`config.mk`:
```
export PLATFORM = sky130hd
export DESIGN_NAME = ma_dp
export DESIGN_NICKNAME = d
export VERILOG_FILES = /design/src/ma_dp_pkg.sv /design/src/ma_rd_path.sv /design/src/ma_oprnd_regs.sv /design/src/ma_mod_reduce.sv /design/src/ma_exp_shift.sv /design/src/ma_wb_path.sv /design/src/ma_dp.sv
export SDC_FILE = /design/constraint.sdc
export NUM_CORES = 1
export LEC_CHECK = 0
export BUFFER_PORTS_ARGS = -buffer_cell sky130_fd_sc_hd__buf_2
export CAP_MARGIN = 20
export CORE_MARGIN = 3
export CORE_UTILIZATION = 40
export CTS_BUF_LIST = sky130_fd_sc_hd__clkbuf_16
export DETAILED_ROUTE_END_ITERATION = 10
export PLACE_DENSITY = 0.61
export SYNTH_ARGS = -nofsm -noshare
export SYNTH_HDL_FRONTEND = slang
export SYNTH_SLANG_ARGS = --single-unit
export TNS_END_PERCENT = 30
```
`constraint.sdc`:
```
create_clock -name rclk -period 5.65 [get_ports rclk]
set_clock_uncertainty 0.05 [all_clocks]
set_input_delay 1.13 -clock rclk [delete_from_list [all_inputs] [get_ports rclk]]
set_output_delay 1.13 -clock rclk [all_outputs]
set_load 0.005 [all_outputs]
```
`src/ma_dp_pkg.sv`:
```
// --------------------------------------------------------------------------
// Shared widths, types and select encodings of the MA arithmetic datapath
// Fixed at 64-bit words with one parity bit per 32-bit lane
// Lane parity is odd: ones in the lane plus its parity bit is always odd
// --------------------------------------------------------------------------
`default_nettype none

package ma_dp_pkg;

        // Word and lane geometry
        localparam int WORD_W    = 64;
        localparam int LANE_W    = 32;
        localparam int NUM_LANES = WORD_W / LANE_W;

        typedef logic [WORD_W-1:0]    word_t;
        // Bit 1 covers 63..32, bit 0 covers 31..0
        typedef logic [NUM_LANES-1:0] par_t;

        // Scratch memory word, parity sits above the data
        typedef struct packed {
                par_t  par;
                word_t data;
        } mem_word_t;

        // Operand 1 source toward the multiplier, code 3 is unused
        typedef enum logic [1:0] {
                OP1_RD_Q   = 2'd0,
                OP1_RD_DIR = 2'd1,
                OP1_NP     = 2'd2
        } oprnd1_sel_e;

        // Result register source
        typedef enum logic [1:0] {
                RES_MUL  = 2'd0,
                RES_ZERO = 2'd1,
                RES_OP2  = 2'd2,
                RES_DIFF = 2'd3
        } res_sel_e;

        // Odd parity per lane, zero data gives all ones
        function automatic par_t lane_par(input word_t w);
                par_t p;
                for (int i = 0; i < NUM_LANES; i++) begin
                        p[i] = ~(^w[i*LANE_W +: LANE_W]);
                end
                return p;
        endfunction

endpackage

`default_nettype wire

```
`src/ma_rd_path.sv`:
```
// --------------------------------------------------------------------------
// Scratch memory read selection and read parity check
// The check register loads every cycle, perr refers to last cycle's word
// --------------------------------------------------------------------------
`default_nettype none

module ma_rd_path (
        input  wire                  rclk,
        input  wire                  rst,
        input  wire ma_dp_pkg::mem_word_t mem_eve_data,
        input  wire ma_dp_pkg::mem_word_t mem_odd_data,
        input  wire                  rd_odd,
        output ma_dp_pkg::word_t     rd_data,
        output ma_dp_pkg::word_t     rd_data_q,
        output ma_dp_pkg::par_t      rd_par_q,
        output logic                 perr
);

        ma_dp_pkg::mem_word_t rd_word;
        ma_dp_pkg::par_t      par_gen;
        ma_dp_pkg::par_t      par_mis;

        // ------------------------------------------------------------------------
        // Bank select
        // ------------------------------------------------------------------------

        // Odd bank when rd_odd, even bank otherwise
        assign rd_word = rd_odd ? mem_odd_data : mem_eve_data;

        // Direct word fans out to all datapath blocks
        assign rd_data = rd_word.data;

        // ------------------------------------------------------------------------
        // Check register
        // ------------------------------------------------------------------------

        // Reset value 0 with parity 11 is a clean word
        always_ff @(posedge rclk) begin
                if (rst) begin
                        rd_data_q <= '0;
                        rd_par_q  <= '1;
                end else begin
                        rd_data_q <= rd_word.data;
                        rd_par_q  <= rd_word.par;
                end
        end

        // Regenerate lane parity from the registered data
        assign par_gen = ma_dp_pkg::lane_par(rd_data_q);

        // Per lane mismatch, upper and lower
        assign par_mis = rd_par_q ^ par_gen;

        // Any lane in error flags the word
        assign perr = |par_mis;

endmodule

`default_nettype wire

```
`src/ma_oprnd_regs.sv`:
```
// --------------------------------------------------------------------------
// Multiplier operand registers: operand 2, N-prime and operand 1 select
// op1_data is combinational, op2_data is registered under op2_wen
// Select code 3 of op1_sel drives zero
// --------------------------------------------------------------------------
`default_nettype none

module ma_oprnd_regs (
        input  wire                         rclk,
        input  wire                         rst,
        input  wire ma_dp_pkg::word_t       rd_data,
        input  wire ma_dp_pkg::word_t       rd_data_q,
        input  wire ma_dp_pkg::word_t       mul_data,
        input  wire                         op2_wen,
        input  wire                         op2_bypass,
        input  wire ma_dp_pkg::oprnd1_sel_e op1_sel,
        input  wire                         np_wen,
        input  wire ma_dp_pkg::word_t       st_data,
        output ma_dp_pkg::word_t            op1_data,
        output ma_dp_pkg::word_t            op2_data
);

        ma_dp_pkg::word_t op2_d;
        ma_dp_pkg::word_t np_q;

        // ------------------------------------------------------------------------
        // Operand 2 (A, M or accumulator)
        // ------------------------------------------------------------------------

        // Bypass feeds the multiplier result straight back
        assign op2_d = op2_bypass ? mul_data : rd_data;

        always_ff @(posedge rclk) begin
                if (rst) begin
                        op2_data <= '0;
                end else if (op2_wen) begin
                        op2_data <= op2_d;
                end
        end

        // ------------------------------------------------------------------------
        // N-prime, written from store data
        // ------------------------------------------------------------------------

        always_ff @(posedge rclk) begin
                if (rst) begin
                        np_q <= '0;
                end else if (np_wen) begin
                        np_q <= st_data;
                end
        end

        // Operand 1 (B, N or N-prime)
        always_comb begin
                case (op1_sel)
                        ma_dp_pkg::OP1_RD_Q:   op1_data = rd_data_q;
                        ma_dp_pkg::OP1_RD_DIR: op1_data = rd_data;
                        ma_dp_pkg::OP1_NP:     op1_data = np_q;
                        // spare code
                        default:               op1_data = '0;
                endcase
        end

endmodule

`default_nettype wire

```
`src/ma_mod_reduce.sv`:
```
// --------------------------------------------------------------------------
// Modulus register, op2 minus N subtractor, equality compare, result reg
// Flags are combinational from registered op2, registered N and cin
// res_q updates one cycle after res_wen
// --------------------------------------------------------------------------
`default_nettype none

module ma_mod_reduce (
        input  wire                      rclk,
        input  wire                      rst,
        input  wire ma_dp_pkg::word_t    rd_data,
        input  wire ma_dp_pkg::word_t    op2_data,
        input  wire ma_dp_pkg::word_t    mul_data,
        input  wire                      mod_wen,
        input  wire                      cin,
        input  wire ma_dp_pkg::res_sel_e res_sel,
        input  wire                      res_wen,
        output ma_dp_pkg::word_t         res_q,
        output logic                     cout,
        output logic                     m_lt_n,
        output logic                     m_eq_n,
        output ma_dp_pkg::word_t         store_data
);

        ma_dp_pkg::word_t            mod_q;
        ma_dp_pkg::word_t            mod_n_b;
        logic [ma_dp_pkg::WORD_W:0]  sum;
        ma_dp_pkg::word_t            diff;
        ma_dp_pkg::word_t            res_d;

        // ------------------------------------------------------------------------
        // Modulus N
        // ------------------------------------------------------------------------

        always_ff @(posedge rclk) begin
                if (rst) begin
                        mod_q <= '0;
                end else if (mod_wen) begin
                        mod_q <= rd_data;
                end
        end

        // Modulus is also the store-back word
        assign store_data = mod_q;

        // ------------------------------------------------------------------------
        // Subtract: op2 + ~N + cin
        // ------------------------------------------------------------------------

        assign mod_n_b = ~mod_q;

        // One extra bit keeps the carry
        assign sum = {1'b0, op2_data} + {1'b0, mod_n_b} + {{ma_dp_pkg::WORD_W{1'b0}}, cin};

        assign diff = sum[ma_dp_pkg::WORD_W-1:0];

        // No carry means op2 < N (with cin set)
        assign cout   = sum[ma_dp_pkg::WORD_W];
        assign m_lt_n = ~cout;

        // Full width compare
        assign m_eq_n = (op2_data == mod_q);

        // ------------------------------------------------------------------------
        // Result select and register
        // ------------------------------------------------------------------------

        always_comb begin
                case (res_sel)
                        ma_dp_pkg::RES_MUL:  res_d = mul_data;
                        // clear to zero
                        ma_dp_pkg::RES_ZERO: res_d = '0;
                        ma_dp_pkg::RES_OP2:  res_d = op2_data;
                        ma_dp_pkg::RES_DIFF: res_d = diff;
                        default:             res_d = '0;
                endcase
        end

        always_ff @(posedge rclk) begin
                if (rst) begin
                        res_q <= '0;
                end else if (res_wen) begin
                        res_q <= res_d;
                end
        end

endmodule

`default_nettype wire

```
`src/ma_exp_shift.sv`:
```
// --------------------------------------------------------------------------
// Exponent register, loaded from the read word or shifted left by one
// e_shift only acts together with e_wen
// --------------------------------------------------------------------------
`default_nettype none

module ma_exp_shift (
        input  wire                   rclk,
        input  wire                   rst,
        input  wire ma_dp_pkg::word_t rd_data,
        input  wire                   e_wen,
        input  wire                   e_shift,
        output logic                  e_eq_one
);

        ma_dp_pkg::word_t e_q;
        ma_dp_pkg::word_t e_d;

        // Shift brings in zero at bit 0
        assign e_d = e_shift ? {e_q[ma_dp_pkg::WORD_W-2:0], 1'b0} : rd_data;

        always_ff @(posedge rclk) begin
                if (rst) begin
                        e_q <= '0;
                end else if (e_wen) begin
                        e_q <= e_d;
                end
        end

        // Current exponent bit seen by the sequencer
        assign e_eq_one = e_q[ma_dp_pkg::WORD_W-1];

endmodule

`default_nettype wire

```
`src/ma_wb_path.sv`:
```
// --------------------------------------------------------------------------
// Write-back words for the even and odd banks, with generated lane parity
// Outputs are registered every cycle from res_q and the delayed read word
// force_perr inverts all parity bits of both words in the same cycle
// --------------------------------------------------------------------------
`default_nettype none

module ma_wb_path (
        input  wire                   rclk,
        input  wire                   rst,
        input  wire ma_dp_pkg::word_t res_q,
        input  wire ma_dp_pkg::word_t rd_data,
        input  wire                   wb_swap,
        input  wire                   force_perr,
        output ma_dp_pkg::mem_word_t  eve_data,
        output ma_dp_pkg::mem_word_t  odd_data
);

        ma_dp_pkg::word_t mem_q;
        ma_dp_pkg::word_t eve_word;
        ma_dp_pkg::word_t odd_word;
        ma_dp_pkg::par_t  par_flip;
        ma_dp_pkg::par_t  eve_par;
        ma_dp_pkg::par_t  odd_par;

        // ------------------------------------------------------------------------
        // Upper half, read word delayed one cycle
        // ------------------------------------------------------------------------

        always_ff @(posedge rclk) begin
                if (rst) begin
                        mem_q <= '0;
                end else begin
                        mem_q <= rd_data;
                end
        end

        // ------------------------------------------------------------------------
        // Bank steering and parity generation
        // ------------------------------------------------------------------------

        // Normal: even gets the read word, odd gets the result
        assign eve_word = wb_swap ? res_q : mem_q;
        assign odd_word = wb_swap ? mem_q : res_q;

        // Error injection on every lane
        assign par_flip = {ma_dp_pkg::NUM_LANES{force_perr}};

        assign eve_par = ma_dp_pkg::lane_par(eve_word) ^ par_flip;
        assign odd_par = ma_dp_pkg::lane_par(odd_word) ^ par_flip;

        // Output registers, reset to a clean zero word
        always_ff @(posedge rclk) begin
                if (rst) begin
                        eve_data.data <= '0;
                        eve_data.par  <= '1;
                        odd_data.data <= '0;
                        odd_data.par  <= '1;
                end else begin
                        eve_data.data <= eve_word;
                        eve_data.par  <= eve_par;
                        odd_data.data <= odd_word;
                        odd_data.par  <= odd_par;
                end
        end

endmodule

`default_nettype wire

```
`src/ma_dp.sv`:
```
// --------------------------------------------------------------------------
// MA arithmetic datapath top, steered cycle by cycle by an outside sequencer
// No handshakes and no back-pressure, every strobe acts in its own cycle
// --------------------------------------------------------------------------
`default_nettype none

module ma_dp (
        input  wire                         rclk,
        input  wire                         rst,
        // Scratch memory read
        input  wire ma_dp_pkg::mem_word_t   mem_eve_data,
        input  wire ma_dp_pkg::mem_word_t   mem_odd_data,
        input  wire                         rd_odd,
        // Multiplier and operand control
        input  wire ma_dp_pkg::word_t       mul_data,
        input  wire                         op2_wen,
        input  wire                         op2_bypass,
        input  wire ma_dp_pkg::oprnd1_sel_e op1_sel,
        input  wire                         np_wen,
        input  wire ma_dp_pkg::word_t       st_data,
        // Reduction control
        input  wire                         mod_wen,
        input  wire                         cin,
        input  wire ma_dp_pkg::res_sel_e    res_sel,
        input  wire                         res_wen,
        // Exponent control
        input  wire                         e_wen,
        input  wire                         e_shift,
        // Write-back control
        input  wire                         wb_swap,
        input  wire                         force_perr,
        output wire ma_dp_pkg::word_t       op1_data,
        output wire ma_dp_pkg::word_t       op2_data,
        output wire                         m_lt_n,
        output wire                         m_eq_n,
        output wire                         cout,
        output wire ma_dp_pkg::word_t       store_data,
        output wire                         e_eq_one,
        output wire                         perr,
        output wire ma_dp_pkg::mem_word_t   eve_data,
        output wire ma_dp_pkg::mem_word_t   odd_data
);

        wire ma_dp_pkg::word_t rd_data;
        wire ma_dp_pkg::word_t rd_data_q;
        wire ma_dp_pkg::word_t res_q;

        // Read path, stored parity stays local to the check
        ma_rd_path rd_path_inst (
                .rclk         (rclk),
                .rst          (rst),
                .mem_eve_data (mem_eve_data),
                .mem_odd_data (mem_odd_data),
                .rd_odd       (rd_odd),
                .rd_data      (rd_data),
                .rd_data_q    (rd_data_q),
                .rd_par_q     (),
                .perr         (perr)
        );

        ma_oprnd_regs oprnd_regs_inst (
                .rclk       (rclk),
                .rst        (rst),
                .rd_data    (rd_data),
                .rd_data_q  (rd_data_q),
                .mul_data   (mul_data),
                .op2_wen    (op2_wen),
                .op2_bypass (op2_bypass),
                .op1_sel    (op1_sel),
                .np_wen     (np_wen),
                .st_data    (st_data),
                .op1_data   (op1_data),
                .op2_data   (op2_data)
        );

        ma_mod_reduce mod_reduce_inst (
                .rclk       (rclk),
                .rst        (rst),
                .rd_data    (rd_data),
                .op2_data   (op2_data),
                .mul_data   (mul_data),
                .mod_wen    (mod_wen),
                .cin        (cin),
                .res_sel    (res_sel),
                .res_wen    (res_wen),
                .res_q      (res_q),
                .cout       (cout),
                .m_lt_n     (m_lt_n),
                .m_eq_n     (m_eq_n),
                .store_data (store_data)
        );

        ma_exp_shift exp_shift_inst (
                .rclk     (rclk),
                .rst      (rst),
                .rd_data  (rd_data),
                .e_wen    (e_wen),
                .e_shift  (e_shift),
                .e_eq_one (e_eq_one)
        );

        ma_wb_path wb_path_inst (
                .rclk       (rclk),
                .rst        (rst),
                .res_q      (res_q),
                .rd_data    (rd_data),
                .wb_swap    (wb_swap),
                .force_perr (force_perr),
                .eve_data   (eve_data),
                .odd_data   (odd_data)
        );

endmodule

`default_nettype wire

```
==> summary.txt <==
Clock network
  • Worst-Skew Late Latency: 0.60 ns
  • CTS max path bufs: 3
  • CTS clk-pin slew, worst paths: 0.06 ns
  • CTS Buf Count: 56
  • CTS root buf: clkbuf_16
  • Clk sinks: 518
  • Hold_buf cts: 0
  • Htree depth: 2
  • TritonCTS clock tree: yes

Power
  • VDD IR-drop max: 0.0002308 V
  • Sw Pwr: 0.003343 W
  • Combinational Power Share: 0.255
  • Switch share: 0.3171
  • PwrDens: 328.3 nW/um2
  • Pint: 0.007199 W
  • Clock power share: 0.353
  • P_leak: 15.17 nW
  • Sequential fraction of design power: 0.392

Layout
  • Area growth from synthesis to final layout: 20.57%
  • Fillers: 6382
  • Sequential Area: 10370 um2
  • Final core occ: 0.4927
  • Layout Nets: 3907
  • Area of the multi-input gates: between 15000 and 20000 um2
  • Layout cell share with drive strength beyond 1: 0.2084

Detailed routing
  • Post-DR wirelength/cell: 20.39 um
  • 1st-pass router iterations: 5
  • Antenna viol nets, final: 0
  • Total number of vias: 23740
  • Total wire length: 91040 um
  • Residual DRC: 0
  • Drt first-iter violations: approximately 1700
  • Vias per cell: 5.316

Yosys
  • Syn Std Cell Area: between 20000 and 30000 um2
  • Syn_area_per_cell: 8.590 um2
  • Syn Inst Count: 3100
  • Sequential share of the synthesized area: 0.3894
  • Synth cell types: 64
  • Syn_nets: 3443
  • Yosys reg bits: between 500 and 600
  • Async set-reset flop share out of synthesis: 0
  • EDFF count, synth: 0
  • Top_reg_cell synth: dfxtp_1
  • Synth warnings: 0

Floorplan
  • FP Rows: 93
  • DIE HEIGHT: roughly 260 um
  • Initial core utilization: 0.4087
  • Die area: 69700 um2
  • Die X: 264.0 um
  • CORE AREA: 65160 um2
  • IO Pins: 606

Timing
  • Final Cycle Share: 0.9610
  • Worst hold slack: 0.4420 ns
  • Worst rel slew slack: 0.3504
  • Tmin final: roughly 5.4 ns
  • RSZ-0062 raised after global routing: no
  • FMAX: roughly 180 MHz
  • Worst slew pin tran: 0.9744 ns
  • Final setup vio count: 0
  • Sum Neg Setup Slack: 0 ns
  • Final worst slack: 0.2201 ns
  • Fin. Hold Viols: 0
  • Slew Limit Fails: 0

Placed design
  • I/O Buffers: slightly above 600
  • DP Worst Slack: -0.04015 ns
  • Final HPWL DP: slightly below 70000 um
  • GPL Wtd Cong: 0.8648

Critical path
  • Setup crit end kind: primary output
  • Required time worst endpoint: 4.47 ns
  • R2R Setup Slk: 1.56 ns
  • Critical path class: in2out
  • Critical path origin: cin
  • FF-to-FF path depth: 14
  • Critical R2R Launch: oprnd_regs_inst.op2_data[0]
  • Startpoint Class: primary input
  • Worst Setup EP: m_lt_n
  • R2R Path End: mod_reduce_inst.res_q[54]
  • Crit path DAT: 4.25 ns
  • Worst-path fanout max: 3

Global routing
  • First-pass GRT wire length: between 100000 and 150000 um
  • Grt total ovfl: 0
  • Total track usage: 0.2479
  • Number of global-route vias before repair: 22660
  • Largest net degree at the start of global routing: 114
  • Initial antenna violation count: 4

Hold path
  • Min-delay worst type: reg2reg

Status
  • Outcome: finished, final reports clean

Flow run
  • Max Cap Violations: 0
## repair_timing
action | 4_1_cts | 5_1_grt
pin swaps | 0 | 6
gates resized for setup | 1 | 5
setup endpoints to repair | 2 | 2
buffers inserted | 0 | 2
## area by class of cell
class / instances / share of cell area
clock inverters: 45 / 0.01274
multi-input cells: 2259 / 0.4699
diodes: 2 / 0.0001559
well taps: 855 / 0.03332
inverters: 85 / 0.009937
flip-flops and latches: 518 / 0.3230
clock buffers: 57 / 0.04443
repair buffers: 644 / 0.1065
## cells in the final DEF, fill, tap and decap left out, types with 42 or more instances in the layout
cell and instances:
clkbuf_16 57, inv_1 97, dfxtp_1 518, o21ai_0 216, a211oi_1 73, nor2_1 565, ha_1 64, xor2_1 42
xnor2_1 144, nand2_1 189, buf_2 591, mux2i_1 513, o22ai_1 66, a21oi_1 106, buf_4 47
## Yosys cell counts, drive strengths merged (12+ instances only)
cell type / instances / area, um2
nor2: 566 / 2127
dfxtp: 518 / 10370
mux2i: 513 / 5135
o21ai: 227 / 1147
nand2: 191 / 719.4
clkbuf: 176 / 660.6
xnor2: 144 / 1261
a21oi: 108 / 548.0
inv: 85 / 319.1
a211oi: 76 / 585.6
o22ai: 66 / 412.9
ha: 64 / 800.8
buf: 62 / 244.0
xor2: 42 / 367.9
nor3: 38 / 200.2
o221ai: 36 / 315.3
a21o: 32 / 240.2
nand4: 32 / 206.5
nand2b: 16 / 100.1
nand3: 12 / 60.06
o21bai: 12 / 90.09
## critical path, cell delays in order
cell and delay (ns):
buf_2 0.07, inv_1 0.06, fa_1 0.48, fa_2 0.37
nand2b_2 0.22, a211oi_4 0.33, o2111ai_4 0.19, a2111oi_4 0.43
o21ai_2 0.14, o21ai_2 0.23, a211o_1 0.18, a221o_1 0.23
inv_1 0.05, buf_2 0.12
## routing by layer
| layer | track usage | wire (um) | vias to the layer above |
|---|---|---|---|
| li1 | - | - | 11680 |
| met1 | 0.3204 | 39720 | 11290 |
| met2 | 0.4295 | 44300 | 625 |
| met3 | 0.03809 | 4606 | 132 |
| met4 | 0.06772 | 2396 | 4 |
| met5 | 0 | 24 | - |
## how the worst min path moves through the flow
| stage | start | to | cells past startpoint | slack [ns] |
|---|---|---|---|---|
| 2_1_floorplan | oprnd_regs_inst.np_q[0] | oprnd_regs_inst.np_q[0] | 2 | 0.41 |
| 3_3_place_gp | oprnd_regs_inst.np_q[55] | oprnd_regs_inst.np_q[55] | 2 | 0.42 |
| 3_5_place_dp | exp_shift_inst.e_q[37] | exp_shift_inst.e_q[37] | 2 | 0.43 |
| 4_1_cts | mod_reduce_inst.store_data[6] | mod_reduce_inst.store_data[6] | 2 | 0.45 |
| 5_1_grt | oprnd_regs_inst.np_q[19] | oprnd_regs_inst.np_q[19] | 2 | 0.46 |
| 6_report | exp_shift_inst.e_q[11] | exp_shift_inst.e_q[11] | 2 | 0.44 |
## logic make-up after synthesis
group,count (synthesis),share of synthesized area
buf+inv,323,0.04595
xor+xnor,186,0.06118
compound gates,615,0.1445
mux,513,0.1928
flops,518,0.3894
simple gates,879,0.1345
fa+ha+maj,66,0.03157
## flip-flops by register name, summed over array words and instances, names as in the netlist
name and count:
wb_path_inst.odd_data 66, oprnd_regs_inst.op2_data 64, mod_reduce_inst.store_data 64, mod_reduce_inst.res_q 64
oprnd_regs_inst.np_q 64, wb_path_inst.eve_data 66, rd_path_inst.rd_par_q 2, rd_path_inst.rd_data_q 64
exp_shift_inst.e_q 64
## power groups by stage
stage / Combinational [W] / Sequential (W) / Clock (W)
2_1_floorplan: 0.00176 / 0.00415 / 0
4_1_cts: 0.00268 / 0.00413 / 0.00379
3_3_place_gp: 0.00266 / 0.00420 / 0
3_5_place_dp: 0.00267 / 0.00421 / 0
6_report: 0.00269 / 0.00413 / 0.00372
5_1_grt: 0.00294 / 0.00416 / 0.00393
## stage by stage
step / instance area (um2) / power, W / instances
2_1_floorplan: 26630 / 0.005901 / 3100
5_1_grt: 32100 / 0.01103 / 4464
4_1_cts: 32050 / 0.01060 / 4461
3_5_place_dp: 30210 / 0.006874 / 4359
3_3_place_gp: 30210 / 0.006860 / 4359
6_report: 32110 / 0.01054 / 4465
No activity file was read; power rests on OpenSTA's default activity.
